[config.mk]
export PLATFORM = sky130hd
export DESIGN_NAME = ncpu_cmt_top
export DESIGN_NICKNAME = d
export VERILOG_FILES = /design/src/logic/ncpu_cmt_pkg.sv /design/src/logic/cmt_lane.sv /design/src/logic/cmt_long_op_ctrl.sv /design/src/logic/cmt_retire.sv /design/src/logic/ncpu_cmt_top.sv
export SDC_FILE = /design/constraint.sdc
export NUM_CORES = 1
export LEC_CHECK = 0
export BUFFER_PORTS_ARGS = -buffer_cell sky130_fd_sc_hd__buf_2
export CORE_AREA = 2 2 510 512
export CTS_CLUSTER_DIAMETER = 50
export DETAILED_ROUTE_END_ITERATION = 16
export DIE_AREA = 0 0 512 514
export GPL_TIMING_DRIVEN = 0
export MAX_ROUTING_LAYER = met4
export PLACE_DENSITY = 0.3
export SYNTH_ARGS = -nofsm -noshare
export SYNTH_HDL_FRONTEND = slang
export SYNTH_SLANG_ARGS = --single-unit
export TNS_END_PERCENT = 100
[constraint.sdc]
create_clock -name clk -period 15.45 [get_ports clk]
set_input_delay 2.3175 -clock clk [delete_from_list [all_inputs] [get_ports clk]]
set_output_delay 2.3175 -clock clk [all_outputs]
set_load 0.005 [all_outputs]
[src/logic/ncpu_cmt_pkg.sv]
// Shared widths and operation encodings; the body union is only meaningful for OP_MEM and OP_SYS
package ncpu_cmt_pkg;

   localparam int DW            = 64;                   // Data width
   localparam int PC_W          = 62;                   // Word-aligned PC
   localparam int PRF_AW        = 6;                    // Physical register address
   localparam int BPU_UPD_W     = 64;                   // Predictor update word
   localparam int BPU_UPD_TAKEN = BPU_UPD_W - 1;        // Predicted taken bit

   typedef enum logic [1:0] {
      OP_ALU  = 2'd0,
      OP_MEM  = 2'd1,
      OP_SYS  = 2'd2,
      OP_NONE = 2'd3
   } op_kind_e;

   typedef struct packed {
      logic       store;                                // Store, else load
      logic [1:0] size;                                 // Log2 of access bytes
      logic       sign;                                 // Sign-extend load data
      logic       pref;                                 // Prefetch hint, no unit access
      logic       rsvd;
   } op_mem_t;

   typedef struct packed {
      logic       trap;                                 // Raise a trap
      logic       fence;                                // Ordering fence
      logic [3:0] ridx;                                 // System register index
   } op_sys_t;

   typedef union packed {
      op_mem_t mem;
      op_sys_t sys;
   } op_body_u;

   typedef struct packed {
      op_kind_e kind;
      op_body_u body;
   } op_word_t;

   typedef enum logic [1:0] {
      FU_IDLE    = 2'd0,
      FU_REQ     = 2'd1,                                // fu_req high, waiting for ack
      FU_RELEASE = 2'd2                                 // fu_req low, waiting for ack to drop
   } fu_state_e;

endpackage

[src/logic/cmt_lane.sv]
// One retire lane; mask_in must be the firing of the lane below, or the enable for lane 0
module cmt_lane
#(
   parameter bit P_BARRIER_EN = 1'b1                    // Off for lane 0
)
(
   input  logic                   valid,
   input  ncpu_cmt_pkg::op_word_t op,
   input  logic                   fls,
   input  logic                   is_bcc,
   input  logic                   is_brel,
   input  logic                   is_breg,
   input  logic                   mask_in,
   input  logic                   flush,
   output logic                   fire,
   output logic                   mask_out,
   output logic                   long_req,
   output logic                   branch
);
   logic needs_fu;
   logic is_fence;
   logic barrier;
   logic mask;

   // The body word is read as a memory or a system op depending on kind
   always_comb
   begin
      needs_fu = 1'b0;
      is_fence = 1'b0;
      case (op.kind)
         ncpu_cmt_pkg::OP_MEM:
            needs_fu = ~op.body.mem.pref;               // Prefetch retires locally
         ncpu_cmt_pkg::OP_SYS:
         begin
            is_fence = op.body.sys.fence;
            // A bare fence is handled here, anything else goes out
            needs_fu = op.body.sys.trap | (|op.body.sys.ridx) | ~op.body.sys.fence;
         end
         default:
            needs_fu = 1'b0;
      endcase
   end

   assign branch   = is_bcc | is_brel | is_breg;
   assign long_req = valid & needs_fu;

   // Such a lane must wait until it reaches lane 0
   assign barrier  = P_BARRIER_EN & (needs_fu | is_fence | fls | branch);

   assign mask     = mask_in & ~barrier & ~flush;
   assign fire     = valid & mask;
   assign mask_out = fire;                              // Keeps retirement a prefix

endmodule

[src/logic/cmt_long_op_ctrl.sv]
// Lane-0 long operations; the unit must hold fu_rdata and fu_exc while fu_ack is high
module cmt_long_op_ctrl
(
   input  logic                          clk,
   input  logic                          rst,
   input  logic                          long_req0,
   input  logic                          fire0,
   input  logic                          fls0,
   input  ncpu_cmt_pkg::op_word_t        op0,
   input  logic [ncpu_cmt_pkg::DW-1:0]   opera0,
   input  logic                          fu_ack,
   input  logic [ncpu_cmt_pkg::DW-1:0]   fu_rdata,
   input  logic                          fu_exc,
   output logic                          fu_req,
   output ncpu_cmt_pkg::op_word_t        fu_op,
   output logic [ncpu_cmt_pkg::DW-1:0]   fu_opera,
   output logic                          cmt_ce,
   output logic                          finish,
   output logic [ncpu_cmt_pkg::DW-1:0]   fu_result,
   output logic                          flush,
   output logic [ncpu_cmt_pkg::PC_W-1:0] flush_tgt
);
   ncpu_cmt_pkg::fu_state_e            state_q;
   ncpu_cmt_pkg::fu_state_e            state_d;
   logic                               start;
   logic                               ack_seen;
   logic                               exc_q;
   logic                               redir_q;
   logic [ncpu_cmt_pkg::PC_W-1:0]      redir_tgt_q;

   // No new request while a redirect discards the lane-0 operation
   assign start    = (state_q == ncpu_cmt_pkg::FU_IDLE) & long_req0 & ~redir_q & ~fu_ack;
   assign ack_seen = (state_q == ncpu_cmt_pkg::FU_REQ) & fu_ack;   // Rising edge of ack
   assign finish   = (state_q == ncpu_cmt_pkg::FU_RELEASE) & ~fu_ack;

   assign fu_req   = (state_q == ncpu_cmt_pkg::FU_REQ);
   assign fu_op    = op0;                               // Held by upstream while stalled
   assign fu_opera = opera0;

   always_comb
   begin
      state_d = state_q;
      case (state_q)
         ncpu_cmt_pkg::FU_IDLE:
            if (start)
               state_d = ncpu_cmt_pkg::FU_REQ;
         ncpu_cmt_pkg::FU_REQ:
            if (fu_ack)
               state_d = ncpu_cmt_pkg::FU_RELEASE;
         ncpu_cmt_pkg::FU_RELEASE:
            if (~fu_ack)
               state_d = ncpu_cmt_pkg::FU_IDLE;
         default:
            state_d = ncpu_cmt_pkg::FU_IDLE;
      endcase
   end

   always_ff @(posedge clk)
   begin
      if (rst)
      begin
         state_q <= ncpu_cmt_pkg::FU_IDLE;
         redir_q <= 1'b0;
      end
      else
      begin
         state_q <= state_d;
         redir_q <= fire0 & fls0;                       // Flush itself blocks fire0 next cycle
      end
   end

   always_ff @(posedge clk)
   begin
      if (ack_seen)
      begin
         fu_result <= fu_rdata;
         exc_q     <= fu_exc;
      end
      if (fire0)
         redir_tgt_q <= opera0[ncpu_cmt_pkg::PC_W-1:0];
   end

   // Lane 0 may retire when it needs no unit, or once the unit is done
   assign cmt_ce = ~long_req0 | finish;

   // Redirect wins; exception target comes from the unit result
   assign flush     = redir_q | (finish & exc_q);
   assign flush_tgt = redir_q ? redir_tgt_q : fu_result[ncpu_cmt_pkg::PC_W-1:0];

endmodule

[src/logic/cmt_retire.sv]
// Retire count and lane-0 writebacks; only lane 0 updates the predictor or writes unit results
module cmt_retire
#(
   parameter int P_COMMIT_WIDTH = 2
)
(
   input  logic [(1<<P_COMMIT_WIDTH)-1:0]    cmt_fire,
   input  logic                              finish,
   input  logic [ncpu_cmt_pkg::DW-1:0]       fu_result,
   input  logic                              flush,
   input  logic [ncpu_cmt_pkg::PRF_AW-1:0]   prd0,
   input  logic                              prd_we0,
   input  logic [ncpu_cmt_pkg::PC_W-1:0]     pc0,
   input  logic [ncpu_cmt_pkg::DW-1:0]       opera0,
   input  logic                              fls0,
   input  logic                              branch0,
   input  logic                              is_bcc0,
   input  logic                              is_brel0,
   input  logic                              is_breg0,
   input  logic [ncpu_cmt_pkg::BPU_UPD_W-1:0] bpu_upd0,
   output logic [P_COMMIT_WIDTH:0]           cmt_pop_size,
   output logic                              prf_we,
   output logic [ncpu_cmt_pkg::PRF_AW-1:0]   prf_waddr,
   output logic [ncpu_cmt_pkg::DW-1:0]       prf_wdata,
   output logic                              bpu_wb,
   output logic                              bpu_wb_is_bcc,
   output logic                              bpu_wb_is_brel,
   output logic                              bpu_wb_is_breg,
   output logic                              bpu_wb_taken,
   output logic [ncpu_cmt_pkg::PC_W-1:0]     bpu_wb_pc,
   output logic [ncpu_cmt_pkg::PC_W-1:0]     bpu_wb_npc_act,
   output logic [ncpu_cmt_pkg::BPU_UPD_W-1:0] bpu_wb_upd
);
   localparam int CW = 1 << P_COMMIT_WIDTH;

   // Number of lanes retired this cycle
   always_comb
   begin
      cmt_pop_size = '0;
      for (int i = 0; i < CW; i++)
         cmt_pop_size = cmt_pop_size + {{P_COMMIT_WIDTH{1'b0}}, cmt_fire[i]};
   end

   // Unit result is written only when the op really retires
   assign prf_we    = finish & ~flush & prd_we0;
   assign prf_waddr = prd0;
   assign prf_wdata = fu_result;

   assign bpu_wb         = cmt_fire[0] & branch0;
   assign bpu_wb_is_bcc  = is_bcc0;
   assign bpu_wb_is_brel = is_brel0;
   assign bpu_wb_is_breg = is_breg0;
   assign bpu_wb_taken   = bpu_upd0[ncpu_cmt_pkg::BPU_UPD_TAKEN] ^ fls0;  // Mispredict flips it
   assign bpu_wb_pc      = pc0;
   assign bpu_wb_npc_act = fls0 ? opera0[ncpu_cmt_pkg::PC_W-1:0]
                                : bpu_upd0[ncpu_cmt_pkg::PC_W-1:0];
   assign bpu_wb_upd     = bpu_upd0;

endmodule

[src/logic/ncpu_cmt_top.sv]
// Commit stage with 1<<P_COMMIT_WIDTH lanes; upstream must hold all lane inputs while cmt_ce is low
module ncpu_cmt_top
#(
   parameter int P_COMMIT_WIDTH = 2
)
(
   input  logic                                                   clk,
   input  logic                                                   rst,
   input  logic [(1<<P_COMMIT_WIDTH)-1:0]                         cmt_valid,
   input  ncpu_cmt_pkg::op_word_t [(1<<P_COMMIT_WIDTH)-1:0]       cmt_op,
   input  logic [(1<<P_COMMIT_WIDTH)-1:0][ncpu_cmt_pkg::PC_W-1:0] cmt_pc,
   input  logic [(1<<P_COMMIT_WIDTH)-1:0][ncpu_cmt_pkg::DW-1:0]   cmt_opera,
   input  logic [(1<<P_COMMIT_WIDTH)-1:0][ncpu_cmt_pkg::PRF_AW-1:0] cmt_prd,
   input  logic [(1<<P_COMMIT_WIDTH)-1:0]                         cmt_prd_we,
   input  logic [(1<<P_COMMIT_WIDTH)-1:0]                         cmt_fls,
   input  logic [(1<<P_COMMIT_WIDTH)-1:0]                         cmt_is_bcc,
   input  logic [(1<<P_COMMIT_WIDTH)-1:0]                         cmt_is_brel,
   input  logic [(1<<P_COMMIT_WIDTH)-1:0]                         cmt_is_breg,
   input  logic [(1<<P_COMMIT_WIDTH)-1:0][ncpu_cmt_pkg::BPU_UPD_W-1:0] cmt_bpu_upd,
   // Function unit, four-phase handshake
   output logic                                                   fu_req,
   output ncpu_cmt_pkg::op_word_t                                 fu_op,
   output logic [ncpu_cmt_pkg::DW-1:0]                            fu_opera,
   input  logic                                                   fu_ack,
   input  logic [ncpu_cmt_pkg::DW-1:0]                            fu_rdata,
   input  logic                                                   fu_exc,
   // Redirect
   output logic                                                   flush,
   output logic [ncpu_cmt_pkg::PC_W-1:0]                          flush_tgt,
   // To ROB
   output logic [(1<<P_COMMIT_WIDTH)-1:0]                         cmt_fire,
   output logic [P_COMMIT_WIDTH:0]                                cmt_pop_size,
   // To register file
   output logic                                                   prf_we,
   output logic [ncpu_cmt_pkg::PRF_AW-1:0]                        prf_waddr,
   output logic [ncpu_cmt_pkg::DW-1:0]                            prf_wdata,
   // To predictor
   output logic                                                   bpu_wb,
   output logic                                                   bpu_wb_is_bcc,
   output logic                                                   bpu_wb_is_brel,
   output logic                                                   bpu_wb_is_breg,
   output logic                                                   bpu_wb_taken,
   output logic [ncpu_cmt_pkg::PC_W-1:0]                          bpu_wb_pc,
   output logic [ncpu_cmt_pkg::PC_W-1:0]                          bpu_wb_npc_act,
   output logic [ncpu_cmt_pkg::BPU_UPD_W-1:0]                     bpu_wb_upd
);
   localparam int CW = 1 << P_COMMIT_WIDTH;

   logic                          cmt_ce;
   logic                          finish;
   logic [ncpu_cmt_pkg::DW-1:0]   fu_result;
   logic [CW:0]                   mask_chain;             // Bit i feeds lane i
   logic [CW-1:0]                 long_req;
   logic [CW-1:0]                 branch;

   assign mask_chain[0] = cmt_ce;

   cmt_long_op_ctrl u_ctrl
   (
      .clk       (clk),
      .rst       (rst),
      .long_req0 (long_req[0]),
      .fire0     (cmt_fire[0]),
      .fls0      (cmt_fls[0]),
      .op0       (cmt_op[0]),
      .opera0    (cmt_opera[0]),
      .fu_ack    (fu_ack),
      .fu_rdata  (fu_rdata),
      .fu_exc    (fu_exc),
      .fu_req    (fu_req),
      .fu_op     (fu_op),
      .fu_opera  (fu_opera),
      .cmt_ce    (cmt_ce),
      .finish    (finish),
      .fu_result (fu_result),
      .flush     (flush),
      .flush_tgt (flush_tgt)
   );

   for (genvar i = 0; i < CW; i++)
   begin : g_lane
      cmt_lane
      #(
         .P_BARRIER_EN (i != 0)                           // Lane 0 is never held back by itself
      )
      u_lane
      (
         .valid    (cmt_valid[i]),
         .op       (cmt_op[i]),
         .fls      (cmt_fls[i]),
         .is_bcc   (cmt_is_bcc[i]),
         .is_brel  (cmt_is_brel[i]),
         .is_breg  (cmt_is_breg[i]),
         .mask_in  (mask_chain[i]),
         .flush    ((i == 0) ? flush : 1'b0),
         .fire     (cmt_fire[i]),
         .mask_out (mask_chain[i+1]),
         .long_req (long_req[i]),
         .branch   (branch[i])
      );
   end

   cmt_retire
   #(
      .P_COMMIT_WIDTH (P_COMMIT_WIDTH)
   )
   u_retire
   (
      .cmt_fire       (cmt_fire),
      .finish         (finish),
      .fu_result      (fu_result),
      .flush          (flush),
      .prd0           (cmt_prd[0]),
      .prd_we0        (cmt_prd_we[0]),
      .pc0            (cmt_pc[0]),
      .opera0         (cmt_opera[0]),
      .fls0           (cmt_fls[0]),
      .branch0        (branch[0]),
      .is_bcc0        (cmt_is_bcc[0]),
      .is_brel0       (cmt_is_brel[0]),
      .is_breg0       (cmt_is_breg[0]),
      .bpu_upd0       (cmt_bpu_upd[0]),
      .cmt_pop_size   (cmt_pop_size),
      .prf_we         (prf_we),
      .prf_waddr      (prf_waddr),
      .prf_wdata      (prf_wdata),
      .bpu_wb         (bpu_wb),
      .bpu_wb_is_bcc  (bpu_wb_is_bcc),
      .bpu_wb_is_brel (bpu_wb_is_brel),
      .bpu_wb_is_breg (bpu_wb_is_breg),
      .bpu_wb_taken   (bpu_wb_taken),
      .bpu_wb_pc      (bpu_wb_pc),
      .bpu_wb_npc_act (bpu_wb_npc_act),
      .bpu_wb_upd     (bpu_wb_upd)
   );

endmodule

==> run_results.csv <==
group,metric,value,unit
timing,final-hold-violation-count,0,
setup_path,cpPeakStageDelay,0.70,ns
global_route,grt_pass1_wl,84000,µm
global_route,met2_usage,10.3,%
yosys,syn-cell-area,0.00740,mm²
timing,max_clock_freq,127,MHz
yosys,ys_top_cells_by_count,"buf_4 (211), edfxtp_1 (127), mux2_2 (124)",
setup_path,slowest_stage,"or4_1",
timing,period_needed,7.87,ns
global_route,grt_busiest_layer,"met2",
drt,drc,0,
global_route,grt_usage,5.45,%
yosys,synth.yosys.seq_area_share,52.3,%
setup_path,critPathRequiredTime,13.13,ns
yosys,syn_avg_cell_area,13.6,µm²
global_route,grt_pass1_vias,6627,
die,die_h,514,µm
clock_tree,cts_setup_buffers,0,
global_route,grtUsageMet1,5.43,%
die,fp.dieW,512,µm
timing,tightest_slew,1.27,ns
clock_tree,cts_root_buffer,"clkbuf_16",
yosys,ys_warn_count,0,
clock_tree,cts_tree,"built",
clock_tree,cts_max_path_buffers,3,
drt,viasPerCell,1.45,
yosys,synth_top_area_share,51.5,%
global_route,antenna_found_initial,47,
die,rows,187,
clock_tree,cts_made_buffers,25,
drt,wirelength,72100,µm
layout,final_nets,2142,
yosys,ys_async_sr_fraction,0,%
yosys,synth_edf_count,127,
placed_design,dp.cells,4598,
yosys,ys_ff_latch,130,
layout,fillCellCount,30400,
yosys,yosysTopAreaCell,"edfxtp_1",
setup_path,path_cells,"buf_2 > inv_1 > ha_1 > nand2b_1 > a21oi_1 > nand4_1 > or4_1 > fa_1 > inv_1 > ha_1 > buf_2",
die,start_util,2.87,%
yosys,synth_cell_types,34,
timing,slew_violations,0,
clock_tree,postCtsHoldBufs,0,
yosys,synthFlopType,"edfxtp_1",
placed_design,portBuffers,639,
timing,rsz0062_at_grt,"no",
setup_path,worstSetupPathType,"input port to output pin",
run,max_cap_viol_count,0,
power_and_ir_drop,power_density,71.3,mW/mm²
clock_tree,clk_pin_slew_worst_paths,0.05,ns
setup_path,arrival,5.55,ns
die,ioPinCount,1315,
drt,drt_iter0_drc,181,
yosys,synth_fp_nets,1464,
drt,ant_nets,0,
drt,num_vias,6769,
power_and_ir_drop,p_leak,5.90,nW
placed_design,gp_congestion,0.683,
drt,firstDrtPassIters,4,
layout,areaGrowthSynthToFinish,113,%
global_route,grt_max_degree,53,
yosys,synth.most_common_cell,"buf_4",
die,core-area,0.258,mm²
clock_tree,cts_sinks,130,
global_route,use_met3,1.58,%
placed_design,hpwl,65000,µm
setup_path,crit_fanout,5,
drt,routedWlPerCell,15.5,µm
global_route,overflow,0,
timing,maxSlewHeadroom,15.0,%
status,status,"finished clean",
timing,holdWs,0.576,ns
yosys,synth_area_leaders,"edfxtp_1 (52%), buf_4 (21%), mux2_2 (19%)",
layout,fin_cells,4653,
layout,drive_gt1_share,83.6,%
setup_path,endpoint_kind,"output pin",
power_and_ir_drop,irDropWorstVdd,0.0000823,V
worst_hold_path,hold_path_class,"flip-flop to flip-flop",
clock_tree,clk_latency,0.56,ns
die,dieArea,0.263,mm²
timing,finalSetupViolCount,0,
clock_tree,htreeDepth,4,
yosys,synthCells,545,
setup_path,crit_path_start_kind,"input port",
timing,clock_skew,0.0422,ns
timing,post-route-period-util,50.9,%
clock_tree,post_cts_resized,0,
-- routing by layer --
metal	part of all wire [%]	vias to the layer above
met5	0	-
met4	1.8	0
met3	7.6	64
met2	55	524
met1	35	3076
li1	-	3105
-- flip-flops by register name, summed over array words and instances (netlist names) --
name	count
u_ctrl.exc_q	1
u_ctrl.fu_result	64
u_ctrl.redir_q	1
u_ctrl.redir_tgt_q	62
u_ctrl.state_q	2
-- final timing paths --
check                               end  cells past startpoint         startpoint  slack (ns)
setup / recovery        cmt_pop_size[1]                     11         cmt_op[14]        7.58
hold / removal        u_ctrl.state_q[1]                      2  u_ctrl.state_q[1]        0.58
setup reg to reg  u_ctrl.redir_tgt_q[2]                      8     u_ctrl.redir_q       12.83
hold reg to reg       u_ctrl.state_q[1]                      2  u_ctrl.state_q[1]        0.58
-- critical path, delay by kind of cell --
| kind | cells | cell delay, ns |
|---|---|---|
| buffers and inverters | 4 | 0.34 |
| AND/OR/NAND/NOR | 3 | 1.40 |
| AO/OA/AOI/OAI | 1 | 0.62 |
| adder cells (fa/ha/maj) | 3 | 0.86 |
-- kinds of logic after synthesis --
logic type                 count (synthesis)  share of synthesized area (%)
adders and majority gates                 11                           1.96
and+or+nand+nor                           31                           3.11
AOI/OAI and AO/OA                          8                          0.710
muxes                                    124                           18.9
xor gates and xnor gates                   2                          0.237
buffers and inverters                    239                           22.8
DFF                                      130                           52.3
-- metrics by stage --
stage               setup TNS (ns)  power (W)  setup WS [ns]  instance area [µm²]  utilization, %
floorplan                        0   0.000497           4.16                 7400               -
global placement            -29.57   0.000644          -3.83                14900            5.76
detailed placement               0   0.000643           7.63                15000            5.83
CTS                              0    0.00118           7.62                15700            6.08
global route                     0    0.00119           7.59                15700            6.08
finish                           0    0.00112           7.58                15700            6.10
-- report_power, final --
group / switching, W / internal, W
combinational: 0.000103 / 0.000110
clock: 0.000215 / 0.000288
sequential: 0.00000508 / 0.000402
-- cell usage in the layout (no fill, tap or decap), drive strengths merged, types with 3 or more instances in the layout --
cell type	instances
dfxtp	3
ha	10
mux2	124
a21oi	4
nor3	6
clkinv	6
diode	23
inv	14
buf	862
nor3b	4
nor4	6
edfxtp	127
clkbuf	40
-- cell type report --
cell class / instances / area (µm²) / area share (%)
antenna: 23 / 57.6 / 0.366
buffer: 225 / 1640 / 10.4
clock buffer: 26 / 629 / 4.00
clock inverter: 6 / 23.8 / 0.151
inverter: 14 / 52.6 / 0.334
multi-input combinational: 176 / 1860 / 11.8
sequential: 130 / 3870 / 24.6
tap: 3402 / 4260 / 27.0
timing repair buffer: 651 / 3350 / 21.3
No activity file was read; power rests on OpenSTA's default activity.
